File: config.mk
export PLATFORM = sky130hd
export DESIGN_NAME = aes_key_mem
export DESIGN_NICKNAME = d
export VERILOG_FILES = /design/src/source/aes_ctrl_pkg.sv /design/src/source/aes_pkg.sv /design/src/source/aes_key_mem.sv
export VERILOG_INCLUDE_DIRS = /design/src /design/src/source
export SDC_FILE = /design/constraint.sdc
export NUM_CORES = 2
export LEC_CHECK = 0
export ABC_CLOCK_PERIOD_IN_PS = 16400
export BUFFER_PORTS_ARGS = -buffer_cell sky130_fd_sc_hd__buf_2
export CORE_MARGIN = 2
export CORE_UTILIZATION = 35
export CTS_CLUSTER_SIZE = 8
export DETAILED_ROUTE_END_ITERATION = 10
export SETUP_SLACK_MARGIN = 0.1
export SLEW_MARGIN = 30
export SYNTH_ARGS = -nofsm -noshare
export SYNTH_HDL_FRONTEND = slang
export SYNTH_SLANG_ARGS = --single-unit
export TNS_END_PERCENT = 1
File: constraint.sdc
create_clock -name clk_i -period 16.4 [get_ports clk_i]
set_input_delay 0.82 -clock clk_i [delete_from_list [all_inputs] [get_ports clk_i]]
set_output_delay 0.82 -clock clk_i [all_outputs]
set_load 0.05 [all_outputs]
File: src/source/aes_defines.svh
`ifndef AES_DEFINES_SVH
`define AES_DEFINES_SVH

// AES-128 geometry
`define AES_BLOCK_W 128
`define AES_KEY_W   128
`define AES_NR      10
`define AES_NWORDS  4

`endif

File: src/source/aes_ctrl_pkg.sv
package aes_ctrl_pkg;

    typedef enum logic [1:0] {
        CORE_IDLE,
        CORE_INIT,  // key expansion running
        CORE_NEXT   // selected round engine running
    } core_state_e;

    typedef enum logic [1:0] {
        RND_IDLE,
        RND_SUB,    // one word through the S-box per cycle
        RND_MIX     // remaining round steps in a single cycle
    } round_state_e;

    typedef enum logic {
        KEY_IDLE,
        KEY_GEN
    } key_state_e;

endpackage

File: src/source/aes_pkg.sv
`include "aes_defines.svh"

package aes_pkg;

    typedef logic [`AES_BLOCK_W-1:0] block_t;  // byte 0 of the state sits in the top bits
    typedef logic [`AES_KEY_W-1:0]   key_t;
    typedef logic [31:0]             word_t;   // one state column
    typedef logic [3:0]              round_t;

    typedef struct packed {
        logic   encdec;  // 1 enciphers, 0 deciphers
        key_t   key;
        block_t block;
    } aes_req_t;

    // GF(2^8) product of b and a 4-bit constant, reduced by the AES polynomial
    function automatic logic [7:0] gf_mul(input logic [7:0] b, input logic [3:0] m);
        logic [7:0] b2;
        logic [7:0] b4;
        logic [7:0] b8;
        b2 = {b[6:0], 1'b0} ^ (b[7] ? 8'h1b : 8'h00);
        b4 = {b2[6:0], 1'b0} ^ (b2[7] ? 8'h1b : 8'h00);
        b8 = {b4[6:0], 1'b0} ^ (b4[7] ? 8'h1b : 8'h00);
        gf_mul = (m[0] ? b : 8'h00) ^ (m[1] ? b2 : 8'h00) ^
                 (m[2] ? b4 : 8'h00) ^ (m[3] ? b8 : 8'h00);
    endfunction

endpackage

File: src/source/aes_key_mem.sv
`include "aes_defines.svh"

module aes_key_mem (
    input  logic            clk_i,
    input  logic            rst_ni,
    input  aes_pkg::key_t   key_i,
    input  logic            init_i,
    input  aes_pkg::round_t round_i,
    output aes_pkg::block_t round_key_o,
    output logic            ready_o,
    output aes_pkg::word_t  sbox_o,
    input  aes_pkg::word_t  sbox_i
);

    localparam aes_pkg::round_t LAST_ROUND = aes_pkg::round_t'(`AES_NR);

    aes_ctrl_pkg::key_state_e state_reg;
    aes_pkg::round_t          round_ctr;   // slot written this cycle
    logic [7:0]               rcon;
    logic                     ready_reg;

    aes_pkg::block_t key_mem [0:`AES_NR];
    aes_pkg::block_t prev_key;
    aes_pkg::block_t new_key;
    aes_pkg::word_t  temp;
    aes_pkg::word_t  w0;
    aes_pkg::word_t  w1;
    aes_pkg::word_t  w2;
    aes_pkg::word_t  w3;

    assign sbox_o      = {prev_key[23:0], prev_key[31:24]};  // RotWord of the last word
    assign round_key_o = key_mem[round_i];
    assign ready_o     = ready_reg;

    always_comb begin
        temp    = sbox_i ^ {rcon, 24'h000000};
        w0      = prev_key[127:96] ^ temp;
        w1      = prev_key[95:64] ^ w0;
        w2      = prev_key[63:32] ^ w1;
        w3      = prev_key[31:0] ^ w2;
        new_key = {w0, w1, w2, w3};
    end

    always_ff @(posedge clk_i) begin
        if (!rst_ni) begin
            state_reg <= aes_ctrl_pkg::KEY_IDLE;
            round_ctr <= '0;
            rcon      <= 8'h01;
            ready_reg <= 1'b0;
        end else if (init_i) begin
            state_reg <= aes_ctrl_pkg::KEY_GEN;
            round_ctr <= aes_pkg::round_t'(1);
            rcon      <= 8'h01;
            ready_reg <= 1'b0;
        end else if (state_reg == aes_ctrl_pkg::KEY_GEN) begin
            round_ctr <= round_ctr + 1'b1;
            rcon      <= aes_pkg::gf_mul(rcon, 4'h2);
            if (round_ctr == LAST_ROUND) begin
                state_reg <= aes_ctrl_pkg::KEY_IDLE;
                ready_reg <= 1'b1;  // all eleven keys stored
            end
        end
    end

    always_ff @(posedge clk_i) begin
        if (init_i) begin
            key_mem[0] <= key_i;
            prev_key   <= key_i;
        end else if (state_reg == aes_ctrl_pkg::KEY_GEN) begin
            key_mem[round_ctr] <= new_key;
            prev_key           <= new_key;
        end
    end

endmodule

==> metrics.txt <==
row count 156; pre-CTS setup slack 10.07 ns; # setup viols final 0; CP Launch Type input port; CTS buffer count 212; Cell Area, Synth 63,400 um^2; Layout Nets 4,415; vias in the first global route 35.0k; number of port buffers 327; Power Internal 7.25 mW; non-filler cells, final 6,673; largest family of logic cells by synthesized area multiplexers; Worst Tran Pin Value 1.08 ns; syn nets 4,037; # placed instances 6,402; vias per cell 5.32; Setup WS post-layout 10.57 ns; antenna-violating nets left 0; worst hold endpoint rcon[0]$_SDFFE_PP1P_; Resize count post-CTS 0; unrepaired setup endpoints after global routing false; First-pass DRT Iterations 5; commonest non-fill, non-tap cell in the layout edfxtp_1; Top reg by flops key_mem; Post-synth EDFFs 1,536; filler instances 16.3k; Area Growth Syn to Fin 15.9%; initial antenna violation count 39; Root Buffer clkbuf_16; H-tree lvl count 4; register area share after synthesis 73.2%; post-CTS setup buffer count 0; worst flop-to-flop path endpoint key_mem[1][82]$_DFFE_PP_; # hold bufs at CTS 0; Reg2Reg Depth 5; HP Start rst_ni; biggest regs key_mem x1408, prev_key x128, rcon x8; Net Sw Frac 26.3%; chip height 430 um; Top FF cell, synth edfxtp_1; Flop pwr share 47.6%; DP HPWL 110 mm; CP arrival 5.01 ns; largest area contributor in the netlist edfxtp_1; Compound-Gate Fraction of Synth Area 6.79%; layout cells sized above 1 24.2%; clk sinks 1,550; kind of critical path input port to output pin; worst r2r src state_reg$_SDFF_PN0_; Synth Register Bits 1,550; xor-xnor portion of the synthesized cell area 2.86%; switching component of the power 2.59 mW; cell count after synthesis 3,868; Slew Limit Fails 0; DR vias 35.5k; drt total wl 190 mm; mean routed wirelength per cell 28.5 um; Max Clk Rate 171 MHz; I/O pins 328; Worst setup EP type output pin; Netlist cell types 41; Final Hold Fails 0; LEAKAGE 25.8 nW; top-area cell type share of the netlist area 72.7%; Max Buffers Root-to-Sink 3; Clk network pwr share 39.5%; part of the cycle the worst path needs 35.6%; Total Routing Usage GR 20.1%; Synth Area per Inst 16.4 um^2; final setup skew 0.0404 ns; Setup TNS 0 ns; Power per Cell Area 134 nW/um^2; hold depth 2; commonest cells after routing, fill and taps aside edfxtp_1 (1,536), nand2_1 (414), mux2i_1 (389); outcome finished, final reports clean; Worst EP required 15.58 ns; max_cap viols 0; worst skew pair latency 0.84 ns; Final min period 5.83 ns; VDD IR-drop max 0.107 mV; Core Footprint 180,000 um^2; Simple-Gate Fraction of Synth Area 2.87%; Rel. slew slack 27.8%; CTS tree done; mux share of post-synthesis cell area 12.1%; grt total ovfl 0; worst-path fanout max 104; ys async rst share 0%; die width 430 um; number of flip-flops in the largest register 1,408; Placer Congestion 0.808; Synth Area in Adders 0.0394%; clk slew on worst S/H paths 0.05 ns; R2R Setup Slk 12.07 ns; first-pass GRT wire length 264 mm; 1st-iter DRT viols 3,178; Initial Util 35.2%; Die Area 185,000 um^2; Syn. warnings 0; combinational power share 12.9%; DRC Markers 0; worst hold path type input port to register; synth top area cells edfxtp_1 (73%), mux2i_1 (6.1%), mux2_2 (6.0%); largest net degree at the start of global routing 105
-- routing by layer --
metal / global-route usage [%] / vias up / wire [um]
li1: - / 15688 / -
met1: 24.3 / 18410 / 75500
met2: 34.4 / 1030 / 95800
met3: 3.40 / 349 / 8740
met4: 10.6 / 12 / 9940
met5: 0 / - / 81
-- power by group through the flow --
stage | Sequential (mW) | Clock, mW | Combinational, mW
after floorplan | 4.74 | 0 | 0.794
after detailed placement | 4.76 | 0 | 1.27
after global routing | 4.69 | 4.10 | 1.33
after global placement | 4.75 | 0 | 1.25
final | 4.68 | 3.89 | 1.27
after CTS | 4.68 | 3.96 | 1.28
-- cell families after synthesis --
group | after synthesis
buffers and inverters | 273
and+or+nand+nor | 474
muxes | 725
DFF | 1550
AOI/OAI and AO/OA | 696
xor gates and xnor gates | 148
adders and majority gates | 2
-- stage by stage --
stage / instance area (um^2) / hold slack (ns) / power, mW / utilization (%)
2_1_floorplan: 63400 / 0.485 / 5.53 / -
3_3_place_gp: 67700 / 0.523 / 6.01 / 37.5
3_5_place_dp: 67700 / 0.527 / 6.03 / 37.6
4_1_cts: 73500 / 0.171 / 9.92 / 40.7
5_1_grt: 73500 / 0.203 / 10.1 / 40.8
6_report: 73500 / 0.229 / 9.84 / 40.8
-- layout make-up --
class	count	area (um^2)	share of cell area, %
flip-flops and latches	1550	46400	63.1
multi-input cells	2045	15800	21.5
clock buffers	232	5380	7.32
well taps	2370	2970	4.03
repair buffers	434	2580	3.50
clock inverters	18	332	0.451
diodes	21	52.6	0.0715
inverters	3	13.8	0.0187
-- Yosys cell counts (all sizes together), types with 2 or more instances --
cell    count
edfxtp   1536
nand2     416
o21ai     408
mux2i     389
mux2      336
buf       167
a221o     128
o22ai     128
clkbuf    103
xor2       80
nor2       39
xnor2      35
a21oi      25
xnor3      25
dfxtp      14
xor3        8
a211oi      4
nor4        4
nand2b      3
nor2b       3
nor3        3
ha          2
inv         2
nand3       2
-- worst max-delay path by stage --
| stage | startpoint | end | slack, ns | cells past startpoint |
|---|---|---|---|---|
| 3_5_place_dp | round_i[1] | round_key_o[35] | 10.07 | 9 |
| 5_1_grt | round_i[1] | round_key_o[35] | 10.33 | 9 |
| 4_1_cts | round_i[1] | round_key_o[35] | 10.09 | 9 |
| 6_report | round_i[1] | round_key_o[35] | 10.57 | 9 |
| 2_1_floorplan | state_reg$_SDFF_PN0_ | key_mem[0][0]$_DFFE_PP_ | 1.72 | 3 |
| 3_3_place_gp | round_i[1] | round_key_o[35] | 10.14 | 9 |
-- critical path, stage by stage --
cell and delay [ns]:
buf_8 0.56, buf_6 0.65, buf_6 0.63, buf_4 0.72, mux2_2 0.29, o22ai_1 0.07
a221o_1 0.29, o21ai_1 0.37, buf_2 0.35
Note: power is estimated with default switching activity, not from simulation.
