--- src/source/aes_defines.svh ---
`ifndef AES_DEFINES_SVH
`define AES_DEFINES_SVH

// AES-128 geometry
`define AES_BLOCK_W 128
`define AES_KEY_W   128
`define AES_NR      10
`define AES_NWORDS  4

`endif

--- src/source/aes_ctrl_pkg.sv ---
package aes_ctrl_pkg;

    typedef enum logic [1:0] {
        CORE_IDLE,
        CORE_INIT,  // key expansion running
        CORE_NEXT   // selected round engine running
    } core_state_e;

    typedef enum logic [1:0] {
        RND_IDLE,
        RND_SUB,    // one word through the S-box per cycle
        RND_MIX     // remaining round steps in a single cycle
    } round_state_e;

    typedef enum logic {
        KEY_IDLE,
        KEY_GEN
    } key_state_e;

endpackage

--- src/source/aes_pkg.sv ---
`include "aes_defines.svh"

package aes_pkg;

    typedef logic [`AES_BLOCK_W-1:0] block_t;  // byte 0 of the state sits in the top bits
    typedef logic [`AES_KEY_W-1:0]   key_t;
    typedef logic [31:0]             word_t;   // one state column
    typedef logic [3:0]              round_t;

    typedef struct packed {
        logic   encdec;  // 1 enciphers, 0 deciphers
        key_t   key;
        block_t block;
    } aes_req_t;

    // GF(2^8) product of b and a 4-bit constant, reduced by the AES polynomial
    function automatic logic [7:0] gf_mul(input logic [7:0] b, input logic [3:0] m);
        logic [7:0] b2;
        logic [7:0] b4;
        logic [7:0] b8;
        b2 = {b[6:0], 1'b0} ^ (b[7] ? 8'h1b : 8'h00);
        b4 = {b2[6:0], 1'b0} ^ (b2[7] ? 8'h1b : 8'h00);
        b8 = {b4[6:0], 1'b0} ^ (b4[7] ? 8'h1b : 8'h00);
        gf_mul = (m[0] ? b : 8'h00) ^ (m[1] ? b2 : 8'h00) ^
                 (m[2] ? b4 : 8'h00) ^ (m[3] ? b8 : 8'h00);
    endfunction

endpackage

--- src/source/aes_encipher_block.sv ---
`include "aes_defines.svh"

module aes_encipher_block (
    input  logic            clk_i,
    input  logic            rst_ni,
    input  logic            next_i,
    output aes_pkg::round_t round_o,
    input  aes_pkg::block_t round_key_i,
    output aes_pkg::word_t  sbox_o,
    input  aes_pkg::word_t  sbox_i,
    input  aes_pkg::block_t block_i,
    output aes_pkg::block_t new_block_o,
    output logic            ready_o
);

    localparam aes_pkg::round_t LAST_ROUND = aes_pkg::round_t'(`AES_NR);
    localparam logic [1:0]      LAST_WORD  = 2'(`AES_NWORDS - 1);

    aes_ctrl_pkg::round_state_e state_reg;
    aes_pkg::round_t            round_reg;
    logic [1:0]                 word_ctr;
    logic                       ready_reg;
    aes_pkg::block_t            block_reg;
    aes_pkg::block_t            mixed;

    function automatic aes_pkg::block_t shift_rows(input aes_pkg::block_t b);
        aes_pkg::word_t w0;
        aes_pkg::word_t w1;
        aes_pkg::word_t w2;
        aes_pkg::word_t w3;
        {w0, w1, w2, w3} = b;
        shift_rows = {w0[31:24], w1[23:16], w2[15:8], w3[7:0],
                      w1[31:24], w2[23:16], w3[15:8], w0[7:0],
                      w2[31:24], w3[23:16], w0[15:8], w1[7:0],
                      w3[31:24], w0[23:16], w1[15:8], w2[7:0]};
    endfunction

    function automatic aes_pkg::word_t mix_word(input aes_pkg::word_t w);
        logic [7:0] b0;
        logic [7:0] b1;
        logic [7:0] b2;
        logic [7:0] b3;
        {b0, b1, b2, b3} = w;
        mix_word = {aes_pkg::gf_mul(b0, 4'h2) ^ aes_pkg::gf_mul(b1, 4'h3) ^ b2 ^ b3,
                    b0 ^ aes_pkg::gf_mul(b1, 4'h2) ^ aes_pkg::gf_mul(b2, 4'h3) ^ b3,
                    b0 ^ b1 ^ aes_pkg::gf_mul(b2, 4'h2) ^ aes_pkg::gf_mul(b3, 4'h3),
                    aes_pkg::gf_mul(b0, 4'h3) ^ b1 ^ b2 ^ aes_pkg::gf_mul(b3, 4'h2)};
    endfunction

    assign round_o     = round_reg;
    assign sbox_o      = block_reg[{~word_ctr, 5'b00000} +: 32];  // word 0 is the top column
    assign new_block_o = block_reg;
    assign ready_o     = ready_reg;

    always_comb begin
        mixed = shift_rows(block_reg);
        if (round_reg != LAST_ROUND) begin
            mixed = {mix_word(mixed[127:96]), mix_word(mixed[95:64]),
                     mix_word(mixed[63:32]), mix_word(mixed[31:0])};
        end
        mixed = mixed ^ round_key_i;
    end

    //////////////////////////////
    // round sequencing
    //////////////////////////////

    always_ff @(posedge clk_i) begin
        if (!rst_ni) begin
            state_reg <= aes_ctrl_pkg::RND_IDLE;
            round_reg <= '0;
            word_ctr  <= '0;
            ready_reg <= 1'b0;
        end else begin
            case (state_reg)
                aes_ctrl_pkg::RND_IDLE: if (next_i) begin
                    state_reg <= aes_ctrl_pkg::RND_SUB;
                    round_reg <= aes_pkg::round_t'(1);
                    word_ctr  <= '0;
                    ready_reg <= 1'b0;
                end
                aes_ctrl_pkg::RND_SUB: begin
                    word_ctr <= word_ctr + 1'b1;
                    if (word_ctr == LAST_WORD) state_reg <= aes_ctrl_pkg::RND_MIX;
                end
                aes_ctrl_pkg::RND_MIX: if (round_reg == LAST_ROUND) begin
                    state_reg <= aes_ctrl_pkg::RND_IDLE;
                    round_reg <= '0;  // round 0 key for the next block
                    ready_reg <= 1'b1;
                end else begin
                    state_reg <= aes_ctrl_pkg::RND_SUB;
                    round_reg <= round_reg + 1'b1;
                end
                default: state_reg <= aes_ctrl_pkg::RND_IDLE;
            endcase
        end
    end

    always_ff @(posedge clk_i) begin
        case (state_reg)
            aes_ctrl_pkg::RND_IDLE: if (next_i) block_reg <= block_i ^ round_key_i;
            aes_ctrl_pkg::RND_SUB:  block_reg[{~word_ctr, 5'b00000} +: 32] <= sbox_i;
            aes_ctrl_pkg::RND_MIX:  block_reg <= mixed;
            default: ;
        endcase
    end

endmodule

--- config.mk ---
export PLATFORM = sky130hd
export DESIGN_NAME = aes_encipher_block
export DESIGN_NICKNAME = d
export VERILOG_FILES = /design/src/source/aes_ctrl_pkg.sv /design/src/source/aes_pkg.sv /design/src/source/aes_encipher_block.sv
export VERILOG_INCLUDE_DIRS = /design/src /design/src/source
export SDC_FILE = /design/constraint.sdc
export NUM_CORES = 1
export LEC_CHECK = 0
export BUFFER_PORTS_ARGS = -buffer_cell sky130_fd_sc_hd__buf_2
export CORE_ASPECT_RATIO = 0.75
export CORE_UTILIZATION = 30
export CTS_CLUSTER_DIAMETER = 40
export DETAILED_ROUTE_END_ITERATION = 10
export GPL_TIMING_DRIVEN = 1
export PLACE_DENSITY = 0.49
export SKIP_CTS_REPAIR_TIMING = 1
export SYNTH_ARGS = -nofsm -noshare
export SYNTH_HDL_FRONTEND = slang
export SYNTH_SLANG_ARGS = --single-unit
--- constraint.sdc ---
create_clock -name clk_i -period 7.72 [get_ports clk_i]
set_input_delay 1.544 -clock clk_i [delete_from_list [all_inputs] [get_ports clk_i]]
set_output_delay 1.544 -clock clk_i [all_outputs]
set_load 0.02 [all_outputs]
==> key figures <==
Timing
  – Setup-failing EPs final: 0
  – Slew headroom: roughly a quarter
  – Layout Skew: 12.9 ps
  – TNS Setup: 0 ps
  – RSZ-0062 raised after global routing: no
  – Max-slew violations: 0
  – Fin crit share: about 52%
  – Fin. Hold Viols: 0
  – Slew of the pin with the lowest slew margin: around 1100 ps
  – Peak Freq: around 0.25 GHz
  – Minimum clock period: roughly 4000 ps
  – Worst setup margin: roughly 3700 ps

Synth
  – FF+latch count, synth: about 140
  – Main combinational cell family by area after synthesis: XOR/XNOR gates
  – Post-synthesis cell area: between 0.01 and 0.015 mm²
  – Post-synthesis mux area share: between 5 and 6%
  – Adder-cell share of the synthesized area: less than 1%
  – Yosys warnings: 0
  – Netlist cell types: 43
  – Primary FF master, synth: edfxtp_1
  – Syn Nets: approximately 1800
  – Asr flop ratio synth: 0%
  – Syn Area/Cell: 9.57 µm²
  – Synth Area in Compound Gates: between 10% and 20%
  – Post-Synth Simple-Gate Area: under 10%
  – Post-synth EDFFs: approximately 130
  – XOR/XNOR Fraction of Synth Area: roughly two fifths
  – Synth Instances: 1511
  – Post-synthesis sequential area ratio: between 20% and 30%

Placed design
  – Pre-CTS WS: about 4100 ps
  – # port buffers: 455
  – Placer Congestion: about 0.96
  – Placed instance count: around 2500
  – DP HPWL: between 60000 and 70000 µm

Layout
  – Area Overhead vs Synth: 23.4%
  – Layout net count: ~2200
  – # fillers: slightly below 5000
  – Most frequent cells in the layout: buf_2 (455), o21ai_1 (253), xnor2_1 (250)
  – Ratio of cells with drive above 1 in the final layout: approximately 30%
  – Final non-filler cell total: between 2000 and 3000
  – Antenna diodes: 0
  – Largest register FFs: around 130
  – Commonest non-fill, non-tap cell in the layout: buf_2

Setup path
  – Slowest cell delay on critical path: 640 ps
  – Register-to-register setup slack: between 4000 and 5000 ps
  – CP Launch Type: register
  – R2R cell count: 7
  – Crit Reg-Reg Endpoint: new_block_o[55]
  – Critical path peak fanout: 25
  – Crit-path slowest cell: mux4_2
  – Crit path kind: register to output pin
  – Req. time, crit path: 6180 ps
  – Worst r2r src: state_reg[0]
  – Setup crit end kind: output pin
  – Cell Chain, Critical Path: buf_4 -> mux4_2 -> buf_2
  – CP Data Arrival Time: 2460 ps

GRT
  – GR Util All Layers: between 30% and 40%
  – Global-route wire length before repair: ~110000 µm
  – Largest net degree at the start of global routing: 141
  – Initial antenna violation count: 5
  – Overflow after GRT: 0
  – Number of global-route vias before repair: approximately 13000

Die
  – Die Width: 256 µm
  – Die area: roughly 0.049 mm²
  – Initial core utilization: 30.5%
  – Cell Rows: 69
  – Core area: between 0.04 and 0.05 mm²
  – I/O pins: 456
  – Die Height: between 150 and 200 µm

Route
  – Via density: between 5 and 6
  – Post-Route WL: 80000 µm
  – Routed length per instance: between 30 and 40 µm
  – Pre-Repair DR Iteration Count: 6
  – Initial DRC count: ~1600
  – # DRC: 0
  – Final ANT Viol Nets: 0
  – Via count: approximately 14000

Pwr
  – Power Density: between 200 and 250 mW/mm²
  – Peak supply drop: roughly 0.17 mV
  – Leakage: 7.52 nW

Hold path
  – Worst min-delay path category: register to register
  – Hold Path Origin: ready_o
  – Min-Delay Endpoint: ready_o
  – Hold Path Stages: 2

Run
  – MaxCap Viol Count: 0

Clock network
  – Worst-path clk slew: around 70 ps
  – Clock root buffer: clkbuf_16
  – H-Tree Depth: 4
  – Clock sink count: 137
  – CTS Buf Count: 17
  – Clock buffer depth: 2
  – Clock latency on the worst-skew pair: ~430 ps
  – TritonCTS clock tree: built

Outcome
  – Outcome: completed
-- where the power goes --
| group | switching [mW] | leakage (nW) | internal (mW) |
|---|---|---|---|
| registers | 0.321 | 1.33 | 0.924 |
| clock network | 0.354 | 0.323 | 0.638 |
| logic | 0.840 | 5.86 | 0.831 |
-- area by class of cell --
cell class | count | area, µm² | share of cell area, %
clock inverters | 12 | 248 | 1.39
well taps | 639 | 800 | 4.48
multi-input cells | 1233 | 9880 | 55.4
clock buffers | 19 | 433 | 2.43
inverters | 3 | 11.3 | 0.0631
flip-flops and latches | 137 | 4030 | 22.6
repair buffers | 475 | 2440 | 13.7
-- worst max-delay path by stage --
stage,endpoint,depth (start not counted),slack (ps),start
2_1_floorplan,new_block_o[0],2,3370,next_i
5_1_grt,sbox_o[18],3,3560,word_ctr[0]
4_1_cts,sbox_o[18],3,3660,word_ctr[0]
6_report,sbox_o[15],3,3720,word_ctr[0]
3_5_place_dp,sbox_o[18],3,4130,word_ctr[0]
3_3_place_gp,sbox_o[18],3,4180,word_ctr[0]
-- per-stage QoR --
stage	util (%)	area, µm²	total power, mW	hold WS [ps]
floorplan	-	14500	2.27	520
global placement	36.1	17200	2.90	492
detailed placement	36.1	17200	2.91	498
CTS	37.6	17800	3.89	508
global route	37.6	17800	4.04	560
finish	37.6	17800	3.91	517
-- layer usage --
layer,wire (µm),global-route usage [%]
met5,23,0
met2,35900,50.0
met1,33500,42.9
met4,2920,12.2
met3,7680,7.07
-- cells in the mapped netlist, drive strengths merged, types with 2 or more instances --
| cell type | number | share of area [%] |
|---|---|---|
| ha | 6 | 0.52 |
| and3 | 43 | 1.9 |
| xnor3 | 59 | 9.2 |
| edfxtp | 128 | 27 |
| mux4 | 32 | 5.0 |
| xnor2 | 258 | 16 |
| nor2b | 2 | 0.087 |
| a21o | 3 | 0.16 |
| clkbuf | 76 | 2.0 |
| dfxtp | 9 | 1.2 |
| a21oi | 137 | 4.7 |
| xor2 | 147 | 9.3 |
| and2 | 3 | 0.13 |
| o21ai | 330 | 11 |
| nand2b | 4 | 0.17 |
| nor2 | 15 | 0.41 |
| xor3 | 24 | 4.0 |
| nand3 | 6 | 0.21 |
| inv | 3 | 0.078 |
| buf | 62 | 2.2 |
| nor3 | 4 | 0.17 |
| nand2 | 150 | 3.9 |
-- cell families (layout without fill, tap and decap cells) --
kind of cell,count (synthesis),after routing
AO/OA/AOI/OAI,475,475
XOR/XNOR,488,488
adder cells (fa/ha/maj),6,6
buffers and inverters,141,509
flip-flops,137,137
multiplexers,33,33
AND/OR/NAND/NOR,231,231
-- worst max-delay path: cells and delay by family (launching register included) --
kind                   cells  cell delay, ps
flip-flops                 1             600
buffers and inverters      2             780
multiplexers               1             640
Note: power is estimated with default switching activity, not from simulation.
