## src/source/aes_defines.svh

```systemverilog
`ifndef AES_DEFINES_SVH
`define AES_DEFINES_SVH

// AES-128 geometry
`define AES_BLOCK_W 128
`define AES_KEY_W   128
`define AES_NR      10
`define AES_NWORDS  4

`endif

```

## src/source/aes_ctrl_pkg.sv

```systemverilog
package aes_ctrl_pkg;

    typedef enum logic [1:0] {
        CORE_IDLE,
        CORE_INIT,  // key expansion running
        CORE_NEXT   // selected round engine running
    } core_state_e;

    typedef enum logic [1:0] {
        RND_IDLE,
        RND_SUB,    // one word through the S-box per cycle
        RND_MIX     // remaining round steps in a single cycle
    } round_state_e;

    typedef enum logic {
        KEY_IDLE,
        KEY_GEN
    } key_state_e;

endpackage

```

## src/source/aes_pkg.sv

```systemverilog
`include "aes_defines.svh"

package aes_pkg;

    typedef logic [`AES_BLOCK_W-1:0] block_t;  // byte 0 of the state sits in the top bits
    typedef logic [`AES_KEY_W-1:0]   key_t;
    typedef logic [31:0]             word_t;   // one state column
    typedef logic [3:0]              round_t;

    typedef struct packed {
        logic   encdec;  // 1 enciphers, 0 deciphers
        key_t   key;
        block_t block;
    } aes_req_t;

    // GF(2^8) product of b and a 4-bit constant, reduced by the AES polynomial
    function automatic logic [7:0] gf_mul(input logic [7:0] b, input logic [3:0] m);
        logic [7:0] b2;
        logic [7:0] b4;
        logic [7:0] b8;
        b2 = {b[6:0], 1'b0} ^ (b[7] ? 8'h1b : 8'h00);
        b4 = {b2[6:0], 1'b0} ^ (b2[7] ? 8'h1b : 8'h00);
        b8 = {b4[6:0], 1'b0} ^ (b4[7] ? 8'h1b : 8'h00);
        gf_mul = (m[0] ? b : 8'h00) ^ (m[1] ? b2 : 8'h00) ^
                 (m[2] ? b4 : 8'h00) ^ (m[3] ? b8 : 8'h00);
    endfunction

endpackage

```

## src/source/aes_decipher_block.sv

```systemverilog
`include "aes_defines.svh"

module aes_decipher_block (
    input  logic            clk_i,
    input  logic            rst_ni,
    input  logic            next_i,
    output aes_pkg::round_t round_o,
    input  aes_pkg::block_t round_key_i,
    input  aes_pkg::block_t block_i,
    output aes_pkg::block_t new_block_o,
    output logic            ready_o
);

    localparam aes_pkg::round_t LAST_ROUND = aes_pkg::round_t'(`AES_NR);
    localparam logic [1:0]      LAST_WORD  = 2'(`AES_NWORDS - 1);

    aes_ctrl_pkg::round_state_e state_reg;
    aes_pkg::round_t            round_reg;   // counts down to 0
    logic [1:0]                 word_ctr;
    logic                       ready_reg;
    aes_pkg::block_t            block_reg;
    aes_pkg::block_t            keyed;
    aes_pkg::block_t            mixed;
    aes_pkg::word_t             inv_in;
    aes_pkg::word_t             inv_out;

    function automatic aes_pkg::block_t inv_shift_rows(input aes_pkg::block_t b);
        aes_pkg::word_t w0;
        aes_pkg::word_t w1;
        aes_pkg::word_t w2;
        aes_pkg::word_t w3;
        {w0, w1, w2, w3} = b;
        inv_shift_rows = {w0[31:24], w3[23:16], w2[15:8], w1[7:0],
                          w1[31:24], w0[23:16], w3[15:8], w2[7:0],
                          w2[31:24], w1[23:16], w0[15:8], w3[7:0],
                          w3[31:24], w2[23:16], w1[15:8], w0[7:0]};
    endfunction

    function automatic aes_pkg::word_t inv_mix_word(input aes_pkg::word_t w);
        logic [7:0] b0;
        logic [7:0] b1;
        logic [7:0] b2;
        logic [7:0] b3;
        {b0, b1, b2, b3} = w;
        inv_mix_word = {
            aes_pkg::gf_mul(b0, 4'he) ^ aes_pkg::gf_mul(b1, 4'hb) ^
            aes_pkg::gf_mul(b2, 4'hd) ^ aes_pkg::gf_mul(b3, 4'h9),
            aes_pkg::gf_mul(b0, 4'h9) ^ aes_pkg::gf_mul(b1, 4'he) ^
            aes_pkg::gf_mul(b2, 4'hb) ^ aes_pkg::gf_mul(b3, 4'hd),
            aes_pkg::gf_mul(b0, 4'hd) ^ aes_pkg::gf_mul(b1, 4'h9) ^
            aes_pkg::gf_mul(b2, 4'he) ^ aes_pkg::gf_mul(b3, 4'hb),
            aes_pkg::gf_mul(b0, 4'hb) ^ aes_pkg::gf_mul(b1, 4'hd) ^
            aes_pkg::gf_mul(b2, 4'h9) ^ aes_pkg::gf_mul(b3, 4'he)};
    endfunction

    aes_inv_sbox u_inv_sbox (
        .in_i  (inv_in),
        .out_o (inv_out)
    );

    assign inv_in      = block_reg[{~word_ctr, 5'b00000} +: 32];
    assign round_o     = round_reg;
    assign new_block_o = block_reg;
    assign ready_o     = ready_reg;

    // InvShiftRows of the following round is folded into this cycle
    always_comb begin
        keyed = block_reg ^ round_key_i;
        if (round_reg == '0) begin
            mixed = keyed;
        end else begin
            mixed = inv_shift_rows({inv_mix_word(keyed[127:96]), inv_mix_word(keyed[95:64]),
                                    inv_mix_word(keyed[63:32]), inv_mix_word(keyed[31:0])});
        end
    end

    //////////////////////////////
    // round sequencing
    //////////////////////////////

    always_ff @(posedge clk_i) begin
        if (!rst_ni) begin
            state_reg <= aes_ctrl_pkg::RND_IDLE;
            round_reg <= LAST_ROUND;  // first key needed is the last one expanded
            word_ctr  <= '0;
            ready_reg <= 1'b0;
        end else begin
            case (state_reg)
                aes_ctrl_pkg::RND_IDLE: if (next_i) begin
                    state_reg <= aes_ctrl_pkg::RND_SUB;
                    round_reg <= LAST_ROUND - 1'b1;
                    word_ctr  <= '0;
                    ready_reg <= 1'b0;
                end
                aes_ctrl_pkg::RND_SUB: begin
                    word_ctr <= word_ctr + 1'b1;
                    if (word_ctr == LAST_WORD) state_reg <= aes_ctrl_pkg::RND_MIX;
                end
                aes_ctrl_pkg::RND_MIX: if (round_reg == '0) begin
                    state_reg <= aes_ctrl_pkg::RND_IDLE;
                    round_reg <= LAST_ROUND;
                    ready_reg <= 1'b1;
                end else begin
                    state_reg <= aes_ctrl_pkg::RND_SUB;
                    round_reg <= round_reg - 1'b1;
                end
                default: state_reg <= aes_ctrl_pkg::RND_IDLE;
            endcase
        end
    end

    always_ff @(posedge clk_i) begin
        case (state_reg)
            aes_ctrl_pkg::RND_IDLE: if (next_i) block_reg <= inv_shift_rows(block_i ^ round_key_i);
            aes_ctrl_pkg::RND_SUB:  block_reg[{~word_ctr, 5'b00000} +: 32] <= inv_out;
            aes_ctrl_pkg::RND_MIX:  block_reg <= mixed;
            default: ;
        endcase
    end

endmodule

```

## src/source/aes_inv_sbox.sv

```systemverilog
module aes_inv_sbox (
    input  aes_pkg::word_t in_i,
    output aes_pkg::word_t out_o
);

    localparam logic [2047:0] TABLE = {  // entry 0 in the top byte
        128'h52096ad53036a538bf40a39e81f3d7fb,
        128'h7ce339829b2fff87348e4344c4dee9cb,
        128'h547b9432a6c2233dee4c950b42fac34e,
        128'h082ea16628d924b2765ba2496d8bd125,
        128'h72f8f66486689816d4a45ccc5d65b692,
        128'h6c704850fdedb9da5e154657a78d9d84,
        128'h90d8ab008cbcd30af7e45805b8b34506,
        128'hd02c1e8fca3f0f02c1afbd0301138a6b,
        128'h3a9111414f67dcea97f2cfcef0b4e673,
        128'h96ac7422e7ad3585e2f937e81c75df6e,
        128'h47f11a711d29c5896fb7620eaa18be1b,
        128'hfc563e4bc6d279209adbc0fe78cd5af4,
        128'h1fdda8338807c731b11210592780ec5f,
        128'h60517fa919b54a0d2de57a9f93c99cef,
        128'ha0e03b4dae2af5b0c8ebbb3c83539961,
        128'h172b047eba77d626e169146355210c7d
    };

    function automatic logic [7:0] inv_sub(input logic [7:0] b);
        inv_sub = TABLE[{~b, 3'b000} +: 8];
    endfunction

    assign out_o = {inv_sub(in_i[31:24]), inv_sub(in_i[23:16]),
                    inv_sub(in_i[15:8]), inv_sub(in_i[7:0])};

endmodule

```

## config.mk

```make
export PLATFORM = sky130hd
export DESIGN_NAME = aes_decipher_block
export DESIGN_NICKNAME = d
export VERILOG_FILES = /design/src/source/aes_ctrl_pkg.sv /design/src/source/aes_pkg.sv /design/src/source/aes_decipher_block.sv /design/src/source/aes_inv_sbox.sv
export VERILOG_INCLUDE_DIRS = /design/src /design/src/source
export SDC_FILE = /design/constraint.sdc
export NUM_CORES = 2
export LEC_CHECK = 0
export BUFFER_PORTS_ARGS = -buffer_cell sky130_fd_sc_hd__buf_2
export CAP_MARGIN = 40
export CORE_UTILIZATION = 43
export DETAILED_ROUTE_END_ITERATION = 6
export GPL_TIMING_DRIVEN = 1
export MAX_ROUTING_LAYER = met4
export PLACE_DENSITY = 0.67
export REMOVE_ABC_BUFFERS = 1
export SETUP_SLACK_MARGIN = 0.02
export SYNTH_ARGS = -nofsm -noshare
export SYNTH_HDL_FRONTEND = slang
export SYNTH_SLANG_ARGS = --single-unit
export TNS_END_PERCENT = 1
```

## constraint.sdc

```tcl
create_clock -name clk_i -period 7.5 [get_ports clk_i]
set_input_delay 1.125 -clock clk_i [delete_from_list [all_inputs] [get_ports clk_i]]
set_output_delay 1.125 -clock clk_i [all_outputs]
set_load 0.05 [all_outputs]
```

==> impl_results.md <==
- First-pass GRT wire length: roughly 270 mm
- PortBufs: about 390
- Htree depth: 4
- Initial antenna violation count: 4
- Drt pass-1 iters: 7
- Worst reg2reg path depth: 10
- Min Hold Slack: 0.5207 ns
- Setup TNS: 0 ns
- Worst Tran Pin Value: roughly 1.1 ns
- Synth top area share: 19.23%
- Slowest cell on the critical path: mux4_2
- Seq cells post-synth: around 140
- Final min period: roughly 5.4 ns
- Crit path arrival time: between 5 and 6 ns
- TritonCTS buffer count: 17
- FILL cells: about 8200
- Row cnt: 104
- Largest net degree at the start of global routing: 76
- Post-route setup slack: roughly 2.1 ns
- IO Count: just under 400
- Reg-to-Reg Start: word_ctr[1]
- CP cell instances: mux4_2 -> inv_1 -> ha_1 -> clkinv_1 -> mux4_2 -> a211oi_1 -> a211oi_1 -> a22oi_1 -> a221oi_1 -> a21oi_1
- Worst Path Required: 7.86 ns
- Post-Route WL: slightly below 200 mm
- DRC Markers: 0
- Post-Syn Area: around 0.035 mm²
- FF-to-FF setup slack: 2.10 ns
- Static Leak: approximately 14 nW
- DP HPWL: around 150 mm
- Crit path kind: register to register
- Hold buffer count at cts: 0
- Register area: 0.004031 mm²
- Routed Antenna Nets: 0
- Slew headroom: between 20 and 30%
- Setup bufs post-CTS: 0
- Peak VDD IR: roughly 0.36 mV
- Area of the multi-input gates: around 0.03 mm²
- R2R Path End: new_block_o[100]
- Via density: 7.203
- P&R area growth vs syn: 9.639%
- Syn_area_per_cell: 8.148 µm²
- Post-synthesis cell count: around 4300
- Hold Crit Depth: 2
- Insertion delay to the later sink of the worst-skew pair: 0.53 ns
- CTS root buf: clkbuf_16
- Die Wd: approximately 290 µm
- Yosys cell types: approximately 110
- Sequential share of the synthesized area: a little under an eighth
- Post-CTS resize count: 0
- Die height: just under 300 µm
- Share of synthesized flip-flops with an asynchronous set or reset: 0%
- Vias in the first global route: 36490
- Grt total ovfl: 0
- Synthesis Warnings: 0
- Final setup violation count: 0
- Most frequent cells in the layout: 773 x xnor2_1, 391 x buf_2, 328 x a21oi_1
- Layout Nets: between 4000 and 5000
- Clk sinks: around 140
- Worst min-delay path class: register to register
- PwrDens: ~630 mW/mm²
- Max reg flops: between 100 and 150
- Place WS: approximately 2.4 ns
- Post-synth EDFFs: 128
- Layout cells sized above 1: ~18%
- Kind of end point of the critical path: register
- Longest Clk Path Bufs: 2
- Hold path startpoint: state_reg[0]
- Post-route cell area: 0.03880 mm²
- Skew final: 0.01718 ns
- CP startpoint kind: register
- Tcrit/Tclk final: about 70%
- Final hold vios: 0
- Initial Util: between 40% and 50%
- Hold EP: state_reg[0]
- Top post-synthesis cells by area: xnor2_1 19%, edfxtp_1 11%, xnor3_1 4.8%
- Placement Cell Area: between 0.03 and 0.04 mm²
- RePlAce Congestion: about 1.1
- Max_cap viols: 0
- DIE AREA: between 0.08 and 0.09 mm²
- Top_reg_cell synth: edfxtp_1
- All-Layer GR Usage: around 46%
- Final core utilization: between 40% and 50%
- Routed len/inst: around 35 µm
- CTS tree: built
- Cell family with most CP delay: multiplexers
- Status: finished clean
- Max incr delay on CP: 0.94 ns
- Fmax: 0.1853 GHz
- RSZ-0062 raised after global routing: no
- Vias: 40400
- Critical path buffers and inverters: 2
- Final Max Slew Viols: 0
- Leading area contributor after synthesis: xnor2_1
- Core Region: roughly 0.081 mm²
- CP Max Fanout: 32
- DRT iter0 DRCs: just over 7000
- Commonest non-fill, non-tap cell in the layout: xnor2_1
- Clock slew at reported path FFs: around 0.080 ns
per-layer routing:
layer	up-vias	share of wire (%)	GRT usage [%]
li1	16650	-	-
met1	19160	38	59.39
met2	3812	41	63.74
met3	782	15	13.72
met4	0	6.8	24.68
met5	-	0	-
cells by family after synthesis:
family | synth area share [%]
multiplexers | 6.800
AO/OA/AOI/OAI | 29.77
XOR/XNOR | 31.06
AND/OR/NAND/NOR | 12.65
buffers and inverters | 6.121
adder cells (fa/ha/maj) | 2.228
flip-flops | 11.37
power by group:
| group | switching (W) | leakage (nW) | internal [W] |
|---|---|---|---|
| registers | 0.000398 | 1.36 | 0.00107 |
| logic | 0.0139 | 12.5 | 0.00811 |
| clock network | 0.000438 | 0.262 | 0.000447 |
cells in the mapped netlist, types with 25 or more instances:
library cell	number
xnor3_1	76
o21ai_0	278
inv_1	57
nor2b_1	33
xnor2_1	777
nand2_1	269
nor3_1	57
xor2_1	173
buf_2	136
clkbuf_1	190
o211a_1	30
nor2_1	211
o211ai_1	119
edfxtp_1	128
a2bb2oi_1	25
a311oi_1	30
and2_1	33
a211oi_1	71
mux4_2	38
o22ai_1	40
mux2_2	27
o221ai_1	65
mux2i_1	120
nand3_1	81
o311ai_0	35
nand2b_1	80
a221oi_1	67
a22oi_1	29
ha_1	63
a21oi_1	328
or2_2	25
a31oi_1	73
o2111ai_1	38
xnor2_2	31
area by class of cell:
| class | count | area share (%) |
|---|---|---|
| Inverter | 68 | 0.6740 |
| Timing Repair Buffer | 553 | 8.517 |
| Clock inverter | 13 | 0.2838 |
| Antenna cell | 5 | 0.03225 |
| Multi-Input combinational cell | 3754 | 75.52 |
| Sequential cell | 137 | 10.39 |
| Tap cell | 1060 | 3.419 |
| Clock buffer | 19 | 1.167 |
worst register-to-register path, stage by stage, from the launching register on:
cell and delay, ns:
dfxtp_4 0.72, mux4_2 0.99, inv_1 0.34, ha_1 0.59
clkinv_1 0.63, mux4_2 0.60, a211oi_1 0.25, a211oi_1 0.08
a22oi_1 0.60, a221oi_1 0.22, a21oi_1 0.20
worst max-delay path by stage:
stage / slack, ns / cells past startpoint / from / end
global route: 2.09 / 10 / word_ctr[1] / new_block_o[100]
floorplan: -0.29 / 9 / round_o[0] / new_block_o[26]
CTS: 2.38 / 11 / word_ctr[1] / new_block_o[42]
detailed placement: 2.41 / 11 / word_ctr[1] / new_block_o[42]
finish: 2.10 / 10 / word_ctr[1] / new_block_o[100]
global placement: 2.17 / 11 / word_ctr[0] / new_block_o[126]
per-stage QoR:
stage                     total power (W)  std cells
final                             0.02438       5609
after global routing              0.02467       5608
after CTS                         0.02340       5604
after detailed placement          0.02241       5572
after global placement            0.02251       5545
after floorplan                   0.01516       3959
Note: power is estimated with default switching activity, not from simulation.
